<file path="src/verilog/cpuPkg.sv">
package cpuPkg;

  // Datapath and register index widths
  localparam int XLEN = 32;
  localparam int REG_ADDR_W = 5;

  // Memory depths in words
  localparam int IMEM_WORDS = 256;
  localparam int DMEM_WORDS = 256;

  // Stores to this byte address go out on the I/O strobe
  localparam logic [XLEN-1:0] IO_ADDR = 32'h0000_0400;

  // Extra cycles every data access spends before success
  localparam int DMEM_WAIT = 2;

  typedef enum logic [6:0] {
    OP_LUI    = 7'b0110111,
    OP_IMM    = 7'b0010011,
    OP_REG    = 7'b0110011,
    OP_LOAD   = 7'b0000011,
    OP_STORE  = 7'b0100011,
    OP_BRANCH = 7'b1100011,
    OP_JAL    = 7'b1101111
  } opcodeT;

  typedef enum logic [2:0] {
    ALU_ADD,
    ALU_SUB,
    ALU_AND,
    ALU_OR,
    ALU_XOR,
    ALU_SLT,
    ALU_PASS_B
  } aluOpT;

  typedef enum logic [1:0] {
    MEM_IDLE,
    MEM_WAIT,
    MEM_DONE
  } memStateT;

endpackage

</file>
<file path="src/verilog/Decoder.sv">
`timescale 1ns/10ps

module Decoder import cpuPkg::*; (
  input  logic [XLEN-1:0] instruction,
  output aluOpT           aluOp,
  output logic            aluSrc,
  output logic            memRead,
  output logic            memWrite,
  output logic            memToReg,
  output logic            regWrite,
  output logic            branch,
  output logic            branchNotEqual,
  output logic            jump,
  output logic [XLEN-1:0] immediate
);

  logic [XLEN-1:0] immI, immS, immB, immU, immJ;

  assign immI = {{20{instruction[31]}}, instruction[31:20]};
  assign immS = {{20{instruction[31]}}, instruction[31:25], instruction[11:7]};
  assign immB = {{20{instruction[31]}}, instruction[7], instruction[30:25],
                 instruction[11:8], 1'b0};
  assign immU = {instruction[31:12], 12'b0};
  assign immJ = {{12{instruction[31]}}, instruction[19:12], instruction[20],
                 instruction[30:21], 1'b0};

  always_comb begin
    // Anything unrecognized falls through as a bubble
    aluOp = ALU_ADD;
    aluSrc = 1'b0;
    memRead = 1'b0;
    memWrite = 1'b0;
    memToReg = 1'b0;
    regWrite = 1'b0;
    branch = 1'b0;
    branchNotEqual = 1'b0;
    jump = 1'b0;
    immediate = '0;
    case (instruction[6:0])
      OP_LUI: begin
        aluOp = ALU_PASS_B;
        aluSrc = 1'b1;
        regWrite = 1'b1;
        immediate = immU;
      end
      OP_IMM: begin
        aluSrc = 1'b1;
        regWrite = 1'b1;
        immediate = immI;
      end
      OP_REG: begin
        regWrite = 1'b1;
      end
      OP_LOAD: begin
        aluSrc = 1'b1;
        memRead = 1'b1;
        memToReg = 1'b1;
        regWrite = 1'b1;
        immediate = immI;
      end
      OP_STORE: begin
        aluSrc = 1'b1;
        memWrite = 1'b1;
        immediate = immS;
      end
      OP_BRANCH: begin
        aluOp = ALU_SUB;
        branch = 1'b1;
        // funct3 LSB tells BNE from BEQ
        branchNotEqual = instruction[12];
        immediate = immB;
      end
      OP_JAL: begin
        aluSrc = 1'b1;
        regWrite = 1'b1;
        jump = 1'b1;
        immediate = immJ;
      end
      default: begin
        aluOp = ALU_ADD;
      end
    endcase
  end

endmodule

</file>
<file path="config.mk">
export PLATFORM = sky130hd
export DESIGN_NAME = Decoder
export DESIGN_NICKNAME = d
export VERILOG_FILES = /design/src/verilog/cpuPkg.sv /design/src/verilog/Decoder.sv
export SDC_FILE = /design/constraint.sdc
export NUM_CORES = 1
export LEC_CHECK = 0
export BUFFER_PORTS_ARGS = -buffer_cell sky130_fd_sc_hd__buf_4
export CORE_AREA = 5 5 55 47
export DETAILED_ROUTE_END_ITERATION = 12
export DIE_AREA = 0 0 60 52
export GPL_ROUTABILITY_DRIVEN = 0
export MAX_ROUTING_LAYER = met4
export PLACE_DENSITY = 0.81
export SLEW_MARGIN = 20
export SYNTH_ARGS = -nofsm -noshare
export SYNTH_HDL_FRONTEND = slang
export SYNTH_SLANG_ARGS = --single-unit
</file>
<file path="constraint.sdc">
create_clock -name vclk -period 1
set_input_delay 0 -clock vclk [all_inputs]
set_output_delay 0 -clock vclk [all_outputs]
set_load 0.02 [all_outputs]
</file>
======== Word-level counts from Yosys, hierarchy flattened ========
Index checks and enable logic that the tools add are counted.
word-level totals
  output and inout port bits .............. 43
  word-level logic and storage cells ...... 19
  input port bits ......................... 32
  flip-flop bits (word level) ............. 0
cells by class
  equal/unequal tests ..................... 7
  reductions and logical operators ........ 3
  multiplexer cells ....................... 9
operators by type and width
  kind                                           number
  one-hot mux 32 bit (5 select lines)            1
  == test 7 x 6 -> 1 bit, second input constant  3
  == test 7 bit, second input constant           2
  OR reduction 5 bit                             2
  == test 7 x 2 -> 1 bit, second input constant  1
  == test 7 x 5 -> 1 bit, second input constant  1
  two-way mux 1 bit                              7
  one-hot mux 3 bit (2 select lines)             1
  OR reduction 2 bit                             1

======== Depth between registers and ports, before layout ========
  word-level depth ........................ 3
  mapped depth ............................ 5
  depth with buffers taken out ............ 3

======== Worst setup path after synthesis ========
No wires, ideal clock.
  path type ............................... input to output
  start ................................... in instruction[5]
  end ..................................... out memToReg
  buffers on the path ..................... 1
  cell stages on the path ................. 4
  arrival time ............................ 1.109 ns
  setup slack ............................. -0.109 ns
  required time ........................... 1.000 ns
  cells stage by stage .................... nor4_4 nand2_2 nor2_1 buf_4
between the ends
  longest elaborated chain between the ends .. 2
ends and longest elaborated chain
  what                    line          text
  start, declared         Decoder.sv:4  input logic [XLEN-1:0] instruction,
  == test 7 x 2 -> 1 bit  -
  two-way mux 1 bit       -
  end, declared           Decoder.sv:9  output logic memToReg,
No other way between the ends.

======== Final worst setup path ========
  start ................................... in instruction[5]
  end ..................................... out immediate[1]
between the ends
  longest elaborated chain between the ends .. 3
  elaborated cells on any way between the ends .. 8
  those cells by class .................... eq/ne: 6; mux: 1; reduce/logical: 1
ends and longest elaborated chain
  what                                                                     line           text
  == test 7 x 2 -> 1 bit / == test 7 x 5 -> 1 bit (equally long branches)  Decoder.sv:39  case (instruction[6:0])
  OR reduction 2 bit (no line)                                             -
  one-hot mux 32 bit (5 select lines) *                                    Decoder.sv:39
  end, declared                                                            Decoder.sv:14  output logic [XLEN-1:0] immediate
Every way passes the cells marked *; elsewhere a longest branch is shown, timed or not.

==> reports/results.ini <==
[placed_design]
place_inst=195
place_hpwl_mm=2.54
dpl_cell_area_sq_um=1330
portBuffers=75

[critical_path]
critical_path.endpoint_type=primary output
critPathBufInv=3
cp_num_cells=6
worstPathArrival_ns=1.11
critPathMaxFanout=4
crit_family=buffers and inverters
path_class=input pin to primary output
cp_slowest_cell=nor4_4
worstPathRequired_ns=1.00
path_cells=buf_8 > nor4_4 > buf_4 > a21o_1 > a32o_2 > buf_6
start_kind=input pin
max_stage_delay_ns=0.31

[drt]
drtAntennaViolNets=0
dr.pass1.iters=4
drtIter0Drc=39
drt_wl_total_mm=4.11
wl_per_cell_um=20.4
vias=1133
topRoutingLayerUsed=met4
viasPerCell=5.64
wl_met3_um=265
met2_length_mm=2.08
drt_drc_violations_left=0
wl_met1_mm=1.62

[power]
leakage_nw=0.996
ir_drop_v=0.000227
power_density_nw_per_um2=238

[cells_and_area]
final_common_cell=buf_4
antennaDiodeCount=0
clkbuf_count=0
regArea_sq_um=0
seq_cell_count=0
final_cell_mix=buf_4 (54), buf_6 (38), nand3_4 (9), a21o_1 (9), nand3_2 (8)
fillers=103
drive_gt1_share_pct=82.4
num-nets-final=210
stdcell_area_sq_um=1770
postLayoutCoreUtil_pct=87.5
instances_no_fill=201
syn2layout_area_growth_pct=163

[sta]
finalCritPeriodShare_pct=111
layout_min_cycle_time_ns=1.11
drv_slew=0
hold_viol=0
fin_ws_ns=-0.112
worstMarginPinSlew_ns=0.302
max_freq_ghz=0.900
finalSetupViolCount=33
tns_ns=-1.98
rsz0062_at_grt=true
relSlewSlack_pct=79.8

[global_routing]
grt_pass1_wl_mm=5.37
grt_pass1_vias=1164
grt_antenna_before_repair=0
overflow=0
grt_max_degree=13
track_usage_pct=22.5

[logic_synthesis]
synth_compound_area_share_pct=35.7
synth.area.mux_share_pct=0
synthSimpleGateAreaFrac_pct=53.0
synth_top_family_by_area=simple AND/OR/NAND/NOR gates
synth_seq_area_share_pct=0
syn-instance-count=88
synth_adder_area_share_pct=0
syn_nets=120
ys_types=36
synth_area_leaders=nand3_2 (16%), a21o_1 (10%), nand3_1 (8.9%)
yosysTopAreaCell=nand3_2
synth_xor_area_share_pct=0
syn_area_per_cell_sq_um=7.65
syn_area_sq_um=673
synth_top_area_share_pct=16.4
yosysWarnings=0

[run]
maxCapViolCount=0

[floorplan]
die-area_sq_um=3120
die_h_um=52
pin_count=75
rows=15
start_util_pct=33.2
core_area_sq_um=2030
die_x_um=60

[min_path]
hold_path.class=input pin to primary output
whs_path_depth=3

[status]
violations=setup timing
outcome=complete, but fails checks

==> metrics by stage <==
step	hold slack [ns]	total power, W	worst slack [ns]
2_1_floorplan	0.0514	0.000117	0.0102
3_3_place_gp	0.295	0.000313	-0.103
3_5_place_dp	0.299	0.000322	-0.183
4_1_cts	0.297	0.000353	-0.0656
5_1_grt	0.301	0.000447	-0.138
6_report	0.295	0.000423	-0.112
==> Yosys cell counts, types with 2 or more instances <==
master     instances
buf_4              3
a21o_1             9
buf_2              2
nand3_1           12
buf_6              2
and2_1             3
inv_1              2
nor2_1             4
nand2_1            3
o2bb2ai_1          2
a32o_1             5
nand3_2           11
a21boi_1           6
and3_1             2
==> cell families after synthesis <==
kind of cell | after synthesis
AO/OA/AOI/OAI | 29
buffers and inverters | 10
AND/OR/NAND/NOR | 49
==> metal layers <==
layer  up-vias  track usage [%]
li1        524                -
met1       535             25.4
met2        62             39.9
met3        12             3.47
met4         0             7.75
met5         -                -
==> power breakdown <==
part / internal (W) / switching, W / leakage, nW
clock network: 0 / 0 / 0
logic: 0.000222 / 0.000200 / 0.996
registers: 0 / 0 / 0
total: 0.000222 / 0.000200 / 0.996
==> tightest hold or removal path, cell delays in order <==
cell and delay, ns:
buf_4 0.08, a21o_1 0.11, buf_6 0.11
==> final cells by class <==
class                           instances  area, sq um  share of cell area (%)
Timing Repair Buffer                   96          913                    51.5
Tap cell                               25         31.3                    1.76
Inverter                                2         7.51                   0.423
Multi-Input combinational cell         78          821                    46.3
==> path summary, 6_finish.rpt <==
kind                  slack, ns            start       endpoint
worst max-delay path      -0.11   instruction[5]   immediate[1]
worst min-delay path       0.29  instruction[18]  immediate[18]
==> what timing repair did <==
action,CTS,global route
gates resized for setup,37,49
hold buffers,0,0
endpoints found under the setup margin,36,40
pin swaps,17,18
cloned,0,1
setup buffers,4,2
No activity file was read; power rests on OpenSTA's default activity.
