--- src/verilog/cpuPkg.sv ---
package cpuPkg;

  // Datapath and register index widths
  localparam int XLEN = 32;
  localparam int REG_ADDR_W = 5;

  // Memory depths in words
  localparam int IMEM_WORDS = 256;
  localparam int DMEM_WORDS = 256;

  // Stores to this byte address go out on the I/O strobe
  localparam logic [XLEN-1:0] IO_ADDR = 32'h0000_0400;

  // Extra cycles every data access spends before success
  localparam int DMEM_WAIT = 2;

  typedef enum logic [6:0] {
    OP_LUI    = 7'b0110111,
    OP_IMM    = 7'b0010011,
    OP_REG    = 7'b0110011,
    OP_LOAD   = 7'b0000011,
    OP_STORE  = 7'b0100011,
    OP_BRANCH = 7'b1100011,
    OP_JAL    = 7'b1101111
  } opcodeT;

  typedef enum logic [2:0] {
    ALU_ADD,
    ALU_SUB,
    ALU_AND,
    ALU_OR,
    ALU_XOR,
    ALU_SLT,
    ALU_PASS_B
  } aluOpT;

  typedef enum logic [1:0] {
    MEM_IDLE,
    MEM_WAIT,
    MEM_DONE
  } memStateT;

endpackage

--- src/verilog/Alu.sv ---
`timescale 1ns/10ps

module Alu import cpuPkg::*; (
  input  opcodeT          opcode,
  input  logic [2:0]      funct3,
  input  logic [6:0]      funct7,
  input  logic [XLEN-1:0] operandA,
  input  logic [XLEN-1:0] operandB,
  output logic [XLEN-1:0] result,
  output logic            zero
);

  aluOpT op;

  // ALU control
  always_comb begin
    op = ALU_ADD;
    case (opcode)
      OP_REG, OP_IMM: begin
        case (funct3)
          3'b000: op = (opcode == OP_REG && funct7[5]) ? ALU_SUB : ALU_ADD;
          3'b010: op = ALU_SLT;
          3'b100: op = ALU_XOR;
          3'b110: op = ALU_OR;
          3'b111: op = ALU_AND;
          default: op = ALU_ADD;
        endcase
      end
      OP_LUI: op = ALU_PASS_B;
      OP_BRANCH: op = ALU_SUB;
      default: op = ALU_ADD;
    endcase
  end

  always_comb begin
    case (op)
      ALU_SUB: result = operandA - operandB;
      ALU_AND: result = operandA & operandB;
      ALU_OR: result = operandA | operandB;
      ALU_XOR: result = operandA ^ operandB;
      ALU_SLT: result = {{(XLEN-1){1'b0}}, $signed(operandA) < $signed(operandB)};
      ALU_PASS_B: result = operandB;
      default: result = operandA + operandB;
    endcase
  end

  // Branch compare uses the SUB result
  assign zero = (result == '0);

endmodule

--- config.mk ---
export PLATFORM = sky130hd
export DESIGN_NAME = Alu
export DESIGN_NICKNAME = d
export VERILOG_FILES = /design/src/verilog/cpuPkg.sv /design/src/verilog/Alu.sv
export SDC_FILE = /design/constraint.sdc
export NUM_CORES = 1
export LEC_CHECK = 0
export ABC_AREA = 0
export BUFFER_PORTS_ARGS = -buffer_cell sky130_fd_sc_hd__buf_2
export CAP_MARGIN = 20
export CORE_MARGIN = 2
export CORE_UTILIZATION = 35
export DETAILED_ROUTE_END_ITERATION = 8
export PLACE_DENSITY = 0.65
export SLEW_MARGIN = 20
export SYNTH_ARGS = -nofsm -noshare
export SYNTH_HDL_FRONTEND = slang
export SYNTH_SLANG_ARGS = --single-unit
--- constraint.sdc ---
create_clock -name vclk -period 3.4
set_input_delay 0.17 -clock vclk [all_inputs]
set_output_delay 0.17 -clock vclk [all_outputs]
set_load 0.01 [all_outputs]
== After elaboration in Yosys (flattened, before gate mapping) ==
Cells that the tools add are included.
Storage, ports and cells
  register bits after elaboration: 0
  input port bits: 81
  output and inout bits: 33
  word-level logic and storage cells: 28
Operators by class
  add/subtract/negate cells: 2
  order comparisons: 1
  equality and inequality tests: 14
  multiplexer cells: 4
  bitwise operators: 3
  reductions and logical operators: 4
Operator list (count)
  $pmux W32 S6: 1
  $add A32 B32 Y32: 1
  $and A32 B32 Y32: 1
  $logic_not A32 Y1: 1
  $lt A32 B32 Y1: 1
  $or A32 B32 Y32: 1
  $sub A32 B32 Y32: 1
  $xor A32 B32 Y32: 1
  $eq A3 B3 Y1 const B: 6
  $pmux W3 S5: 1
  $eq A7 B6 Y1 const B: 2
  $eq A3 B2 Y1 const B: 3
  $pmux W3 S3: 1
  $eq A7 B5 Y1 const B: 1
  $eq A7 B7 Y1 const B: 1
  $eq A3 B1 Y1 const B: 1
  $logic_not A3 Y1: 1
  $reduce_or A2 Y1: 1
  $logic_and A1 B1 Y1: 1
  $mux W1: 1

== Depth between registers and ports, before layout ==
  word-level depth: 8
  gate-level depth with buffers: 15
  depth with buffers taken out: 14

== Least setup slack after synthesis ==
Ideal clock, no wire load.
  kind: input to output
  start: input operandB[2]
  end: output zero
  data arrival time: 3.603 ns
  required time: 3.230 ns
  slack: -0.373 ns
  cell stages on the path: 14
  buffers on the path: 1
  cell sequence: inv_1 ha_1 buf_2 o21bai_1 a2111o_1 a311oi_1 a31oi_1 o31ai_1 o21ai_1 a221o_1 or4_1 nor4_1 nand4_1 nor4_2
On the way
  longest elaborated chain between the ends: 3
  elaborated cells between the ends (all ways): 8
  those cells by class: add/sub (2); order compare (1); mux (1); bitwise (3); reduce/logical (1)
RTL lines
  start, declared: RTL line Alu.sv:8  | input logic [XLEN-1:0] operandB,
  $add A32 B32 Y32 / $sub A32 B32 Y32 (equally long branches): RTL line Alu.sv:43, Alu.sv:37
  $pmux W32 S6 (*): RTL line Alu.sv:36  | case (op)
  net result[22]: RTL line Alu.sv:9  | output logic [XLEN-1:0] result,
  $logic_not A32 Y1 (*): RTL line Alu.sv:48  | assign zero = (result == '0);
  end, declared: RTL line Alu.sv:10  | output logic zero
The timed path passes the listed nets; every way through them passes the cells marked *.

== Worst setup path in the final report ==
  start: input funct3[0]
  end: output zero
On the way
  longest elaborated chain between the ends: 6
  elaborated cells between the ends (all ways): 15
  those cells by class: eq/ne (10); mux (3); reduce/logical (2)
RTL lines
  start, declared: RTL line Alu.sv:5  | input logic [2:0] funct3,
  $eq A3 B3 Y1 (tied with other cells): RTL line Alu.sv:20  | case (funct3)
  $pmux W3 S5 (*): RTL line Alu.sv:20
  $pmux W3 S3 (*): RTL line Alu.sv:18  | case (opcode)
  $eq A3 B3 Y1 (tied with other cells): RTL line Alu.sv:36
  $pmux W32 S6 (*): RTL line Alu.sv:36
  $logic_not A32 Y1 (*): RTL line Alu.sv:48
Every way passes the cells marked *; elsewhere a longest branch is shown, timed or not.

==> impl_metrics.yaml <==
run_status:
  status: "finished with violations"
  violations: "setup timing"
final_layout:
  drive_gt1_frac: 0.417
  final_common_cell: "buf_4"
  stdcell_count: 1458
  final_cell_mix: "299 x buf_4, 102 x buf_2, 85 x inv_1"
  stdcell_area_mm2: 0.00928
  seq_cells: 0
  regArea_um2: 0
  synthToLayoutAreaGrowth_pct: 63.0
  antenna_cells: 0
  num-fill-cells: 1504
  finish.net_count: 1423
  clkbuf_count: 0
synthesis:
  synth_cells: 878
  synth_top_area_frac: 0.211
  avgSynthCellArea_um2: 6.49
  syn_nets: 1057
  ys_types: 78
  yosysTopAreaCell: "ha_1"
  ys_top_cells_by_area: "ha_1 21%, a21oi_1 7.1%, inv_1 6.2%"
  synth.cell_area_mm2: 0.00569
  yosysSeqAreaShare: 0
  yosys_warnings: 0
placed_design:
  dp_cells: 1441
  dp_hpwl_um: 22400
  dp_slack_ns: -0.793
  place.gp.congestion: 1.03
  placed_area_mm2: 0.00854
  numPortBuffers: 108
flow_run:
  drv_cap: 0
timing:
  setup_slack_ns: -0.694
  layout_worst_path_cycle_share: 1.20
  drv_slew: 0
  max_freq_mhz: 244
  min_period_ns: 4.09
  tightest_slew_ns: 0.654
  hold_viol_final: 0
  rsz0062_at_grt: "true"
  setup_viol: 2
  maxSlewHeadroom: 0.564
  timing.hold.ws_ns: 0.846
setup_path:
  cp_cell_sequence: "buf_2 -> or4b_4 -> o21bai_4 -> buf_4 -> buf_4 -> a21o_2 -> a31oi_1 -> a22oi_1 -> or4_1 -> or4b_4 -> nor4_4 -> nand4_1 -> nor4_2 -> buf_2"
  critPathLaunch: "funct3[0]"
  crit_family: "simple AND/OR/NAND/NOR gates"
  required_ns: 3.23
  path_class: "primary input to output pin"
  path_depth: 14
  crit_path_end: "zero"
  end_kind: "output pin"
  slowest_delay_ns: 0.57
  critPathLaunchType: "primary input"
  critPathArrivalTime_ns: 3.92
  critPathBufInv: 4
  cpMaxStageDelayCell: "or4b_4"
  critPathMaxFanout: 7
power_and_ir_drop:
  p_leak_nw: 4.51
  peakVddDrop_mv: 0.113
  powerDensity_mw_per_mm2: 176
global_route:
  antenna_found_initial: 1
  grt_pass1_wl_um: 42100
  grt_max_degree: 18
  track_usage: 0.297
  grt_pass1_vias: 7840
  overflow: 0
detailed_routing:
  drc: 0
  drtPass1Iterations: 6
  antenna_left: 0
  viasPerCell: 5.78
  drtIter0Drc: 752
  routed_wl_um: 27400
  avgRoutedWirePerCell_um: 18.8
  vias: 8433
die:
  die_x_um: 132
  initial_core_util: 0.358
  die-area_mm2: 0.0173
  rows: 46
  die_h_um: 132
  core_mm2: 0.0159
  io-pin-count: 114
min_path:
  hold_path.class: "primary input to output pin"
  hold_start: "operandB[27]"
cts:
  cts_hold_buffers: 0
[cell families after synthesis]
| group | Yosys count | share of synthesized area |
|---|---|---|
| multiplexers | 3 | 0.00549 |
| buffers and inverters | 149 | 0.100 |
| adder cells (fa/ha/maj) | 98 | 0.218 |
| XOR/XNOR | 8 | 0.0123 |
| AO/OA/AOI/OAI | 343 | 0.415 |
| AND/OR/NAND/NOR | 277 | 0.249 |
[metrics by stage]
stage | util | power (mW) | setup TNS, ns
3_3_place_gp | 0.538 | 1.43 | -1.37
4_1_cts | 0.550 | 1.48 | -0.582
5_1_grt | 0.584 | 1.75 | -1.09
3_5_place_dp | 0.538 | 1.43 | -1.52
6_report | 0.584 | 1.64 | -0.866
2_1_floorplan | - | 0.714 | -0.255
[worst min-delay path, stage by stage]
cell and delay, ns:
buf_2 0.10, a22oi_1 0.07, o21ai_0 0.08, a21oi_1 0.07
nand2b_1 0.07, buf_2 0.12
[Yosys cell counts, types with 6 or more instances]
master,n
o211ai_1,15
nand2b_1,15
ha_1,96
and3_1,7
nand4_1,13
xnor2_1,7
a21o_1,15
clkbuf_1,46
a22oi_1,26
inv_1,94
a21oi_1,81
nor2_1,77
nand2_1,58
a31oi_1,11
a211o_1,7
nor3_1,29
nor4_1,11
a221oi_1,10
o22ai_1,10
nor2b_1,8
or3_1,6
o21bai_1,10
nand3_1,13
o21ai_0,57
o221ai_1,7
a211oi_1,15
o31ai_1,10
[metal layers]
metal,wire (um),vias up,global-route usage
met5,10,-,0
met4,813,2,0.0743
met3,2680,62,0.0463
met2,11600,426,0.457
met1,12300,3948,0.428
li1,-,3995,-
[report_power, final]
group          internal, mW  switching [mW]
Clock                     0               0
Sequential                0               0
Combinational         0.785           0.852
Total                 0.785           0.852
[worst min-delay path by stage]
stage / endpoint / slack (ns) / depth (start not counted)
after floorplan: result[12] / 0.49 / 2
after global placement: result[27] / 0.85 / 6
after detailed placement: result[27] / 0.84 / 6
after CTS: result[27] / 0.85 / 6
after global routing: result[27] / 0.95 / 6
final: result[27] / 0.85 / 6
[final cells by class]
class	count	area, um^2	share of cell area
tap	216	270	0.0291
multi-input combinational	729	5690	0.613
inverter	94	360	0.0388
timing repair buffer	419	2960	0.319
[repair_timing]
action | in CTS | in global routing
resized for setup | 40 | 89
setup endpoints to repair | 7 | 9
pin swaps | 10 | 40
buffers inserted | 1 | 16
Note: power is estimated with default switching activity, not from simulation.
