<file path="src/verilog/cpuPkg.sv">
package cpuPkg;

  // Datapath and register index widths
  localparam int XLEN = 32;
  localparam int REG_ADDR_W = 5;

  // Memory depths in words
  localparam int IMEM_WORDS = 256;
  localparam int DMEM_WORDS = 256;

  // Stores to this byte address go out on the I/O strobe
  localparam logic [XLEN-1:0] IO_ADDR = 32'h0000_0400;

  // Extra cycles every data access spends before success
  localparam int DMEM_WAIT = 2;

  typedef enum logic [6:0] {
    OP_LUI    = 7'b0110111,
    OP_IMM    = 7'b0010011,
    OP_REG    = 7'b0110011,
    OP_LOAD   = 7'b0000011,
    OP_STORE  = 7'b0100011,
    OP_BRANCH = 7'b1100011,
    OP_JAL    = 7'b1101111
  } opcodeT;

  typedef enum logic [2:0] {
    ALU_ADD,
    ALU_SUB,
    ALU_AND,
    ALU_OR,
    ALU_XOR,
    ALU_SLT,
    ALU_PASS_B
  } aluOpT;

  typedef enum logic [1:0] {
    MEM_IDLE,
    MEM_WAIT,
    MEM_DONE
  } memStateT;

endpackage

</file>
<file path="src/verilog/HazardUnit.sv">
`timescale 1ns/10ps

module HazardUnit import cpuPkg::*; (
  input  logic [REG_ADDR_W-1:0] idReadIndexA,
  input  logic [REG_ADDR_W-1:0] idReadIndexB,
  input  logic [REG_ADDR_W-1:0] exReadIndexA,
  input  logic [REG_ADDR_W-1:0] exReadIndexB,
  input  logic [REG_ADDR_W-1:0] exWriteIndex,
  input  logic                  exMemRead,
  input  logic [REG_ADDR_W-1:0] memWriteIndex,
  input  logic                  memRegWrite,
  input  logic [REG_ADDR_W-1:0] wbWriteIndex,
  input  logic                  wbRegWrite,
  output logic                  stall,
  output logic [1:0]            fwdA,
  output logic [1:0]            fwdB
);

  // 2 picks the memory-stage result, 1 the writeback data
  function automatic logic [1:0] forwardSelect(input logic [REG_ADDR_W-1:0] readIndex);
    if (readIndex == '0) return 2'd0;
    if (memRegWrite && memWriteIndex == readIndex) return 2'd2;
    if (wbRegWrite && wbWriteIndex == readIndex) return 2'd1;
    return 2'd0;
  endfunction

  // Load in EX feeding the instruction in ID
  always_comb begin
    stall = 1'b0;
    if (exMemRead && exWriteIndex != '0) begin
      stall = (exWriteIndex == idReadIndexA) || (exWriteIndex == idReadIndexB);
    end
  end

  always_comb begin
    fwdA = forwardSelect(exReadIndexA);
    fwdB = forwardSelect(exReadIndexB);
  end

endmodule

</file>
<file path="config.mk">
export PLATFORM = sky130hd
export DESIGN_NAME = HazardUnit
export DESIGN_NICKNAME = d
export VERILOG_FILES = /design/src/verilog/cpuPkg.sv /design/src/verilog/HazardUnit.sv
export SDC_FILE = /design/constraint.sdc
export NUM_CORES = 1
export LEC_CHECK = 0
export ABC_AREA = 0
export BUFFER_PORTS_ARGS = -buffer_cell sky130_fd_sc_hd__buf_2
export CORE_AREA = 5 5 42 44
export DETAILED_ROUTE_END_ITERATION = 16
export DIE_AREA = 0 0 47 49
export PLACE_DENSITY_LB_ADDON = 0.1
export REMOVE_ABC_BUFFERS = 1
export SLEW_MARGIN = 20
export SYNTH_ARGS = -nofsm -noshare
export SYNTH_HDL_FRONTEND = slang
export SYNTH_SLANG_ARGS = --single-unit
</file>
<file path="constraint.sdc">
create_clock -name vclk -period 1.7
set_clock_uncertainty 0.2 [all_clocks]
set_input_delay 0.34 -clock vclk [all_inputs]
set_output_delay 0.34 -clock vclk [all_outputs]
set_load 0.1 [all_outputs]
</file>
==> Word-level counts from Yosys, hierarchy flattened <==
Index checks and enable logic that the tools add are counted.
{ "totals": {"reg_bits": 0, "in_bits": 38, "word_cells": 40} }
{ "op_classes": {"eq_ne": 6, "n_mux": 25, "reduce_logical": 9} }
{ "op_table": {"columns": ["cell", "count"], "rows": [
  ["equality test 5 bit", 6],
  ["2-to-1 mux 2 bit", 12],
  ["2-to-1 mux 1 bit", 13],
  ["logical NOT 5 bit", 2],
  ["logical AND 1 bit", 5],
  ["nonzero test 5 bit", 1],
  ["logical OR 1 bit", 1]
]} }

==> Longest topological paths before layout <==
Gate-level depths: netlist (run 1).
{ "depth": {"ltp_word": 9, "mapped_depth": 4} }

==> Worst setup path before layout (run 1) <==
OpenSTA, ideal clock, no wires.
{ "synth_timing": {"path_type": "input port to output port", "from": "in exReadIndexA[1]", "to": "out fwdA[0]", "t_arrival_ns": 2.330, "path_slack_ns": -1.170, "cell_stages": 3, "n_path_buf": 0, "cell_sequence": "xnor2_1 -> nand4_1 -> nor4b_2"} }
{ "synth_between": {"elab_chain_cells": 8} }
{ "synth_lines": {"columns": ["item", "line", "text"], "rows": [
  ["start, declared", "HazardUnit.sv:6", "input logic [REG_ADDR_W-1:0] exReadIndexA,"],
  ["equality test 5 bit", "HazardUnit.sv:23", "if (wbRegWrite && wbWriteIndex == readIndex) return 2'd1;"],
  ["logical AND 1 bit", "HazardUnit.sv:23", null],
  ["2-to-1 mux 1 bit (2 in a row)", "HazardUnit.sv:23", null],
  ["2-to-1 mux 1 bit", "HazardUnit.sv:22", "if (memRegWrite && memWriteIndex == readIndex) return 2'd2;"],
  ["2-to-1 mux 2 bit", "HazardUnit.sv:24", "return 2'd0;"],
  ["2-to-1 mux 2 bit", "HazardUnit.sv:23", null],
  ["2-to-1 mux 2 bit *", "HazardUnit.sv:22", null],
  ["end, declared", "HazardUnit.sv:15", "output logic [1:0] fwdA,"]
]} }
Mark *: on every way between the ends. The rest lies on a longest branch, timed or not. The select of a mux whose other input is x is not followed.

==> Worst setup path in the final report (run 1) <==
{ "layout_timing": {"from": "in memWriteIndex[1]", "to": "out fwdA[1]"} }
{ "layout_between": {"elab_chain_cells": 7} }
{ "layout_lines": {"columns": ["item", "line", "text"], "rows": [
  ["start, declared", "HazardUnit.sv:10", "input logic [REG_ADDR_W-1:0] memWriteIndex,"],
  ["equality test 5 bit *", "HazardUnit.sv:22", null],
  ["logical AND 1 bit *", "HazardUnit.sv:22", null],
  ["2-to-1 mux 2 bit", "HazardUnit.sv:22", null],
  ["2-to-1 mux 2 bit", "HazardUnit.sv:23", null],
  ["2-to-1 mux 2 bit", "HazardUnit.sv:24", null],
  ["2-to-1 mux 2 bit *", "HazardUnit.sv:23", null],
  ["2-to-1 mux 2 bit *", "HazardUnit.sv:22", null]
]} }
Marked as above.

==> results of run 1 <==
==> cell usage in the layout (no fill, tap or decap) <==
cell / synthesis / final
o21ai_2: 0 / 1
buf_8: 0 / 2
nor2_2: 0 / 2
xor2_1: 14 / 12
nor3_1: 2 / 1
nand4_1: 2 / 2
nand2_1: 2 / 2
xor2_2: 0 / 2
a21oi_2: 0 / 1
or4_4: 2 / 3
nand3_1: 4 / 4
xnor2_1: 16 / 16
buf_2: 0 / 25
nor4_2: 0 / 2
nor3_2: 0 / 1
nor4b_4: 0 / 2
nor2_4: 2 / 2
buf_6: 0 / 12
buf_4: 0 / 7
buf_12: 0 / 3
==> layout make-up <==
class,count,share of cell area
multi-input cells,53,0.538
well taps,16,0.0219
repair buffers,49,0.440
==> metal layers <==
metal / global-route usage / share of wire / up-vias
met5: 0 / 0 / -
met4: 0 / 0 / 0
met3: 0.0185 / 0.11 / 0
met2: 0.219 / 0.57 / 24
met1: 0.120 / 0.32 / 256
li1: - / - / 281
==> power by group through the flow <==
stage	Sequential (mW)	Combinational, mW	Clock (mW)
after floorplan	0	0.0881	0
after global placement	0	0.182	0
after detailed placement	0	0.184	0
after CTS	0	0.207	0
after global routing	0	0.237	0
final	0	0.221	0
==> per-stage QoR <==
step,util,setup slack (ns)
after global placement,0.536,-0.414
final,0.653,-0.235
after CTS,0.610,-0.271
after detailed placement,0.536,-0.411
after floorplan,-,-1.17
after global routing,0.653,-0.291
==> kinds of logic after synthesis <==
group / Yosys count
AOI/OAI and AO/OA: 2
xor gates and xnor gates: 30
and+or+nand+nor: 21
==> worst min path at each step <==
| stage | to | depth (start not counted) | slack (ns) |
|---|---|---|---|
| final | stall | 4 | 0.84 |
| after detailed placement | stall | 4 | 0.88 |
| after global placement | stall | 4 | 0.88 |
| after floorplan | fwdA[0] | 2 | 0.74 |
| after global routing | stall | 4 | 0.85 |
| after CTS | stall | 4 | 0.84 |
==> tightest hold or removal path, stage by stage <==
cell,delay [ns]
buf_2,0.10
o21ai_2,0.05
a21oi_2,0.04
buf_12,0.15
==> repair_timing <==
item | in CTS | in global routing
setup endpoints to repair | 5 | 5
pin swaps | 9 | 13
resized for setup | 23 | 13
cloned | 0 | 0
==> reports/summary.txt, run 1 <==
run status: finished, violations left
failing checks: setup timing
FILL cells: 135
first-pass GRT wire length: 2020 um
setup tns final: -1.03 ns
delay-heaviest family, CP: simple AND/OR/NAND/NOR gates
via count: 561
seq_cells: 0
Synth area leader: xnor2_1
crit-path cells: buf_8 > xor2_2 > nor4_2 > nand3_1 > nor2_2 > buf_12
type of origin of the critical path: input port
mux share of post-synthesis cell area: 0
fmax: 517 MHz
hold-fix buffer count after cts: 0
cell with the most instances after synthesis: xnor2_1
WP data arrival: 1.40 ns
Rel. slew slack: 0.851
total number of yosys warnings: 0
Max Fanout on Critical Path: 2
CP max-delay cell: nor4_2
Final min period: 1.94 ns
RePlAce Congestion: 0.677
cell-internal power: 0.120 mW
Post-Synth XOR/XNOR Area: 0.618
layout cells sized above 1: 0.637
Ant. Diodes: 0
simple-gate share of the synthesized area: 0.359
Die X: 47 um
Multi-input gate area: 492 um^2
crit path from: memWriteIndex[1]
Worst path depth: 6
clock buffer count: 0
Synth area leaders: xnor2_1 (33%), xor2_1 (29%), nor4b_2 (7.1%), nor2_4 (5.3%), or4_4 (5.3%)
Final setup viols: 5
largest family of logic cells by synthesized area: XOR/XNOR gates
critical path endpoint: fwdA[1]
IO Pins: 43
power share of the clock group: 0
Avg WL per Cell: 12.2 um
gr usage total: 0.110
initial antenna violation count: 0
drt pass-1 iters: 1
adder-cell share of the synthesized area: 0
top post-synthesis cells by count: xnor2_1 (16), xor2_1 (14), nand3_1 (4)
pin slew with the least headroom to its limit: 0.221 ns
Final Max Tran Viols: 0
Hold Path Origin: exMemRead
post-route cell area: 915 um^2
final hold vios: 0
GRT overflow: 0
critical path class: input port to primary output
RSZ-0062 raised after global routing: yes
area post-placement: 751 um^2
area grow syn2layout: 115%
Port Buffers: 43
Starting Density: 0.304
post-synth cell types: 14
Lkg Pwr: 0.393 nW
Hold Crit Class: input port to primary output
nets: 142
area share of the largest cell type after synthesis: 0.329
Peak VDD IR: 128 uV
period utilization: 1.14
combinational power share: 1.000
register area share after synthesis: 0
Synth Area in Compound Gates: 0.0235
largest net degree at the start of global routing: 4
setup bufs post-CTS: 0
DP Cell Count: 118
via/cell ratio: 4.75
total power: 0.221 mW
Post-DRT Antenna Nets: 0
placeable core region: 1400 um^2
switching share of power: 0.457
Cell Area, Synth: 425 um^2
Post-Layout Cell Count: 118
Iteration-0 DRC Markers: 0
CP Capture Type: primary output
Hold Worst Slack: 0.835 ns
final WL: 1440 um
power per standard cell area: 242 nW/um^2
Syn Inst Count: 53
DR DRC count: 0
Site Rows: 14
Avg Inst Size Synth: 8.03 um^2
total area of sequential cells: 0 um^2
total net switching power: 0.101 mW
number of global-route vias before repair: 550
final setup margin: -0.235 ns
DIE HEIGHT: 49 um
max capacitance violation total: 0
Die Footprint: 2300 um^2
sequential power share: 0
max incr delay on CP: 0.28 ns
Worst EP required: 1.16 ns
WP buf/inv: 2
Power figures use the tool's default switching activity.
==> inputs of run 2 (changes only) <==
--- a/config.mk
+++ b/config.mk
@@ -7,9 +7,12 @@
 export LEC_CHECK = 0
 export ABC_AREA = 0
 export BUFFER_PORTS_ARGS = -buffer_cell sky130_fd_sc_hd__buf_2
-export CORE_AREA = 5 5 42 44
+export CELL_PAD_IN_SITES_DETAIL_PLACEMENT = 1
+export CELL_PAD_IN_SITES_GLOBAL_PLACEMENT = 1
+export CORE_MARGIN = 5
+export CORE_UTILIZATION = 24
 export DETAILED_ROUTE_END_ITERATION = 16
-export DIE_AREA = 0 0 47 49
+export MAX_ROUTING_LAYER = met4
 export PLACE_DENSITY_LB_ADDON = 0.1
 export REMOVE_ABC_BUFFERS = 1
 export SLEW_MARGIN = 20
==> reports/summary.txt, run 2 (same netlist as run 1, synthesis figures left out) <==
run status: finished, violations left
failing checks: setup timing
GRT overflow: 0 (unchanged)
Ant. Diodes: 0 (unchanged)
drt pass-1 iters: 4 (+3)
final setup margin: -0.257 ns (-0.0222 ns)
Max Fanout on Critical Path: 2 (unchanged)
via count: 560 (-0.18%)
RePlAce Congestion: 0.684 (+1.1%)
final hold vios: 0 (unchanged)
placeable core region: 1710 um^2 (+22%)
initial antenna violation count: 0 (unchanged)
power per standard cell area: 242 nW/um^2 (-0.11%)
critical path class: input port to primary output
most frequent cells in the layout: buf_2 (27), xnor2_1 (16), buf_6 (13)
layout cells sized above 1: 0.660 (+0.0229)
setup bufs post-CTS: 0 (unchanged)
Worst EP required: 1.16 ns (about the same)
hold-fix buffer count after cts: 0 (unchanged)
DR DRC count: 0 (unchanged)
Final min period: 1.96 ns (+0.0222 ns)
fmax: 511 MHz (-1.1%)
commonest non-fill, non-tap cell in the layout: buf_2
hold depth: 4 (unchanged)
final core occ: 0.549 (-0.104)
Final setup viols: 5 (unchanged)
Starting Density: 0.249 (-0.0545)
via/cell ratio: 4.38 (-8.0%)
DP HPWL: 1500 um
type of origin of the critical path: input port
Die X: 52.1 um (+11%)
area grow syn2layout: 120%
seq_cells: 0 (unchanged)
Post-DRT Antenna Nets: 0 (unchanged)
Avg WL per Cell: 13.7 um (+12%)
Port Buffers: 43 (unchanged)
number of global-route vias before repair: 634 (+15%)
clock buffer count: 0 (unchanged)
Final Max Tran Viols: 0 (unchanged)
IO Pins: 43 (unchanged)
pin slew with the least headroom to its limit: 0.251 ns (+0.0304 ns)
largest net degree at the start of global routing: 4 (unchanged)
total area of sequential cells: 0 um^2 (unchanged)
WP data arrival: 1.42 ns (+0.02 ns)
Peak VDD IR: 120 uV (-6.8%)
Lkg Pwr: 0.398 nW (+1.2%)
max capacitance violation total: 0 (unchanged)
Site Rows: 15 (+1)
CP Capture Type: primary output
first-pass GRT wire length: 2790 um (+38%)
Iteration-0 DRC Markers: 1 (+1)
Hold Worst Slack: 0.852 ns (+0.0171 ns)
final WL: 1760 um (+22%)
Rel. slew slack: 0.831 (-0.0204)
period utilization: 1.15 (+0.0130)
DIE HEIGHT: 52.1 um (+6.3%)
Die Footprint: 2710 um^2 (+18%)
gr usage total: 0.134 (+0.0236)
Hold Crit Class: input port to primary output
RSZ-0062 raised after global routing: yes
nets: 143 (+0.70%)
## run 2: cell count changes in the layout (fill, tap and decap cells not counted), sizes merged
cell	change
buf	+1
## run 2: final cells by class
class	count	area [um^2]
Tap cell	25	31.3
Multi-Input combinational cell	53	504
Timing Repair Buffer	50	402
Fill cell	211	771
## run 2: final timing paths
kind,startpoint,endpoint,slack (ns)
worst max-delay path,memWriteIndex[2],fwdA[0],-0.26
worst min-delay path,exMemRead,stall,0.85
## run 2: stage by stage
| stage | total power [mW] | setup slack [ns] | instance area (um^2) | std cells | setup TNS, ns |
|---|---|---|---|---|---|
| finish | 0.226 | -0.257 | 937 | 128 | -1.19 |
| global route | 0.246 | -0.351 | 937 | 128 | -1.54 |
| CTS | 0.212 | -0.274 | 872 | 128 | -1.26 |
| detailed placement | 0.189 | -0.476 | 769 | 128 | -1.99 |
| global placement | 0.185 | -0.472 | 769 | 128 | -1.86 |
| floorplan | 0.0881 | -1.17 | 425 | 53 | -5.29 |
## run 2: timing repair
action,CTS,global route
gates cloned,0,0
gates resized for setup,23,13
endpoints found under the setup margin,5,5
pin swaps,12,10
## run 2: critical path, stage by stage
cell and delay, ns:
buf_6 0.10, xor2_1 0.15, nor4_2 0.31, nand3_1 0.17, nor4b_4 0.17, buf_6 0.18
## run 2: where the power goes
part / leakage [nW] / internal, mW / switching [mW] / total (mW)
combinational: 0.398 / 0.120 / 0.106 / 0.226
sequential: 0 / 0 / 0 / 0
clock: 0 / 0 / 0 / 0
total: 0.398 / 0.120 / 0.106 / 0.226
## run 2: layer usage
metal	routed length, um	share of wire	up-vias	GRT usage
li1	-	-	283	-
met1	706	0.40	254	0.182
met2	944	0.54	23	0.230
met3	106	0.060	0	0.00860
met4	0	0	0	0
met5	0	0	-	-
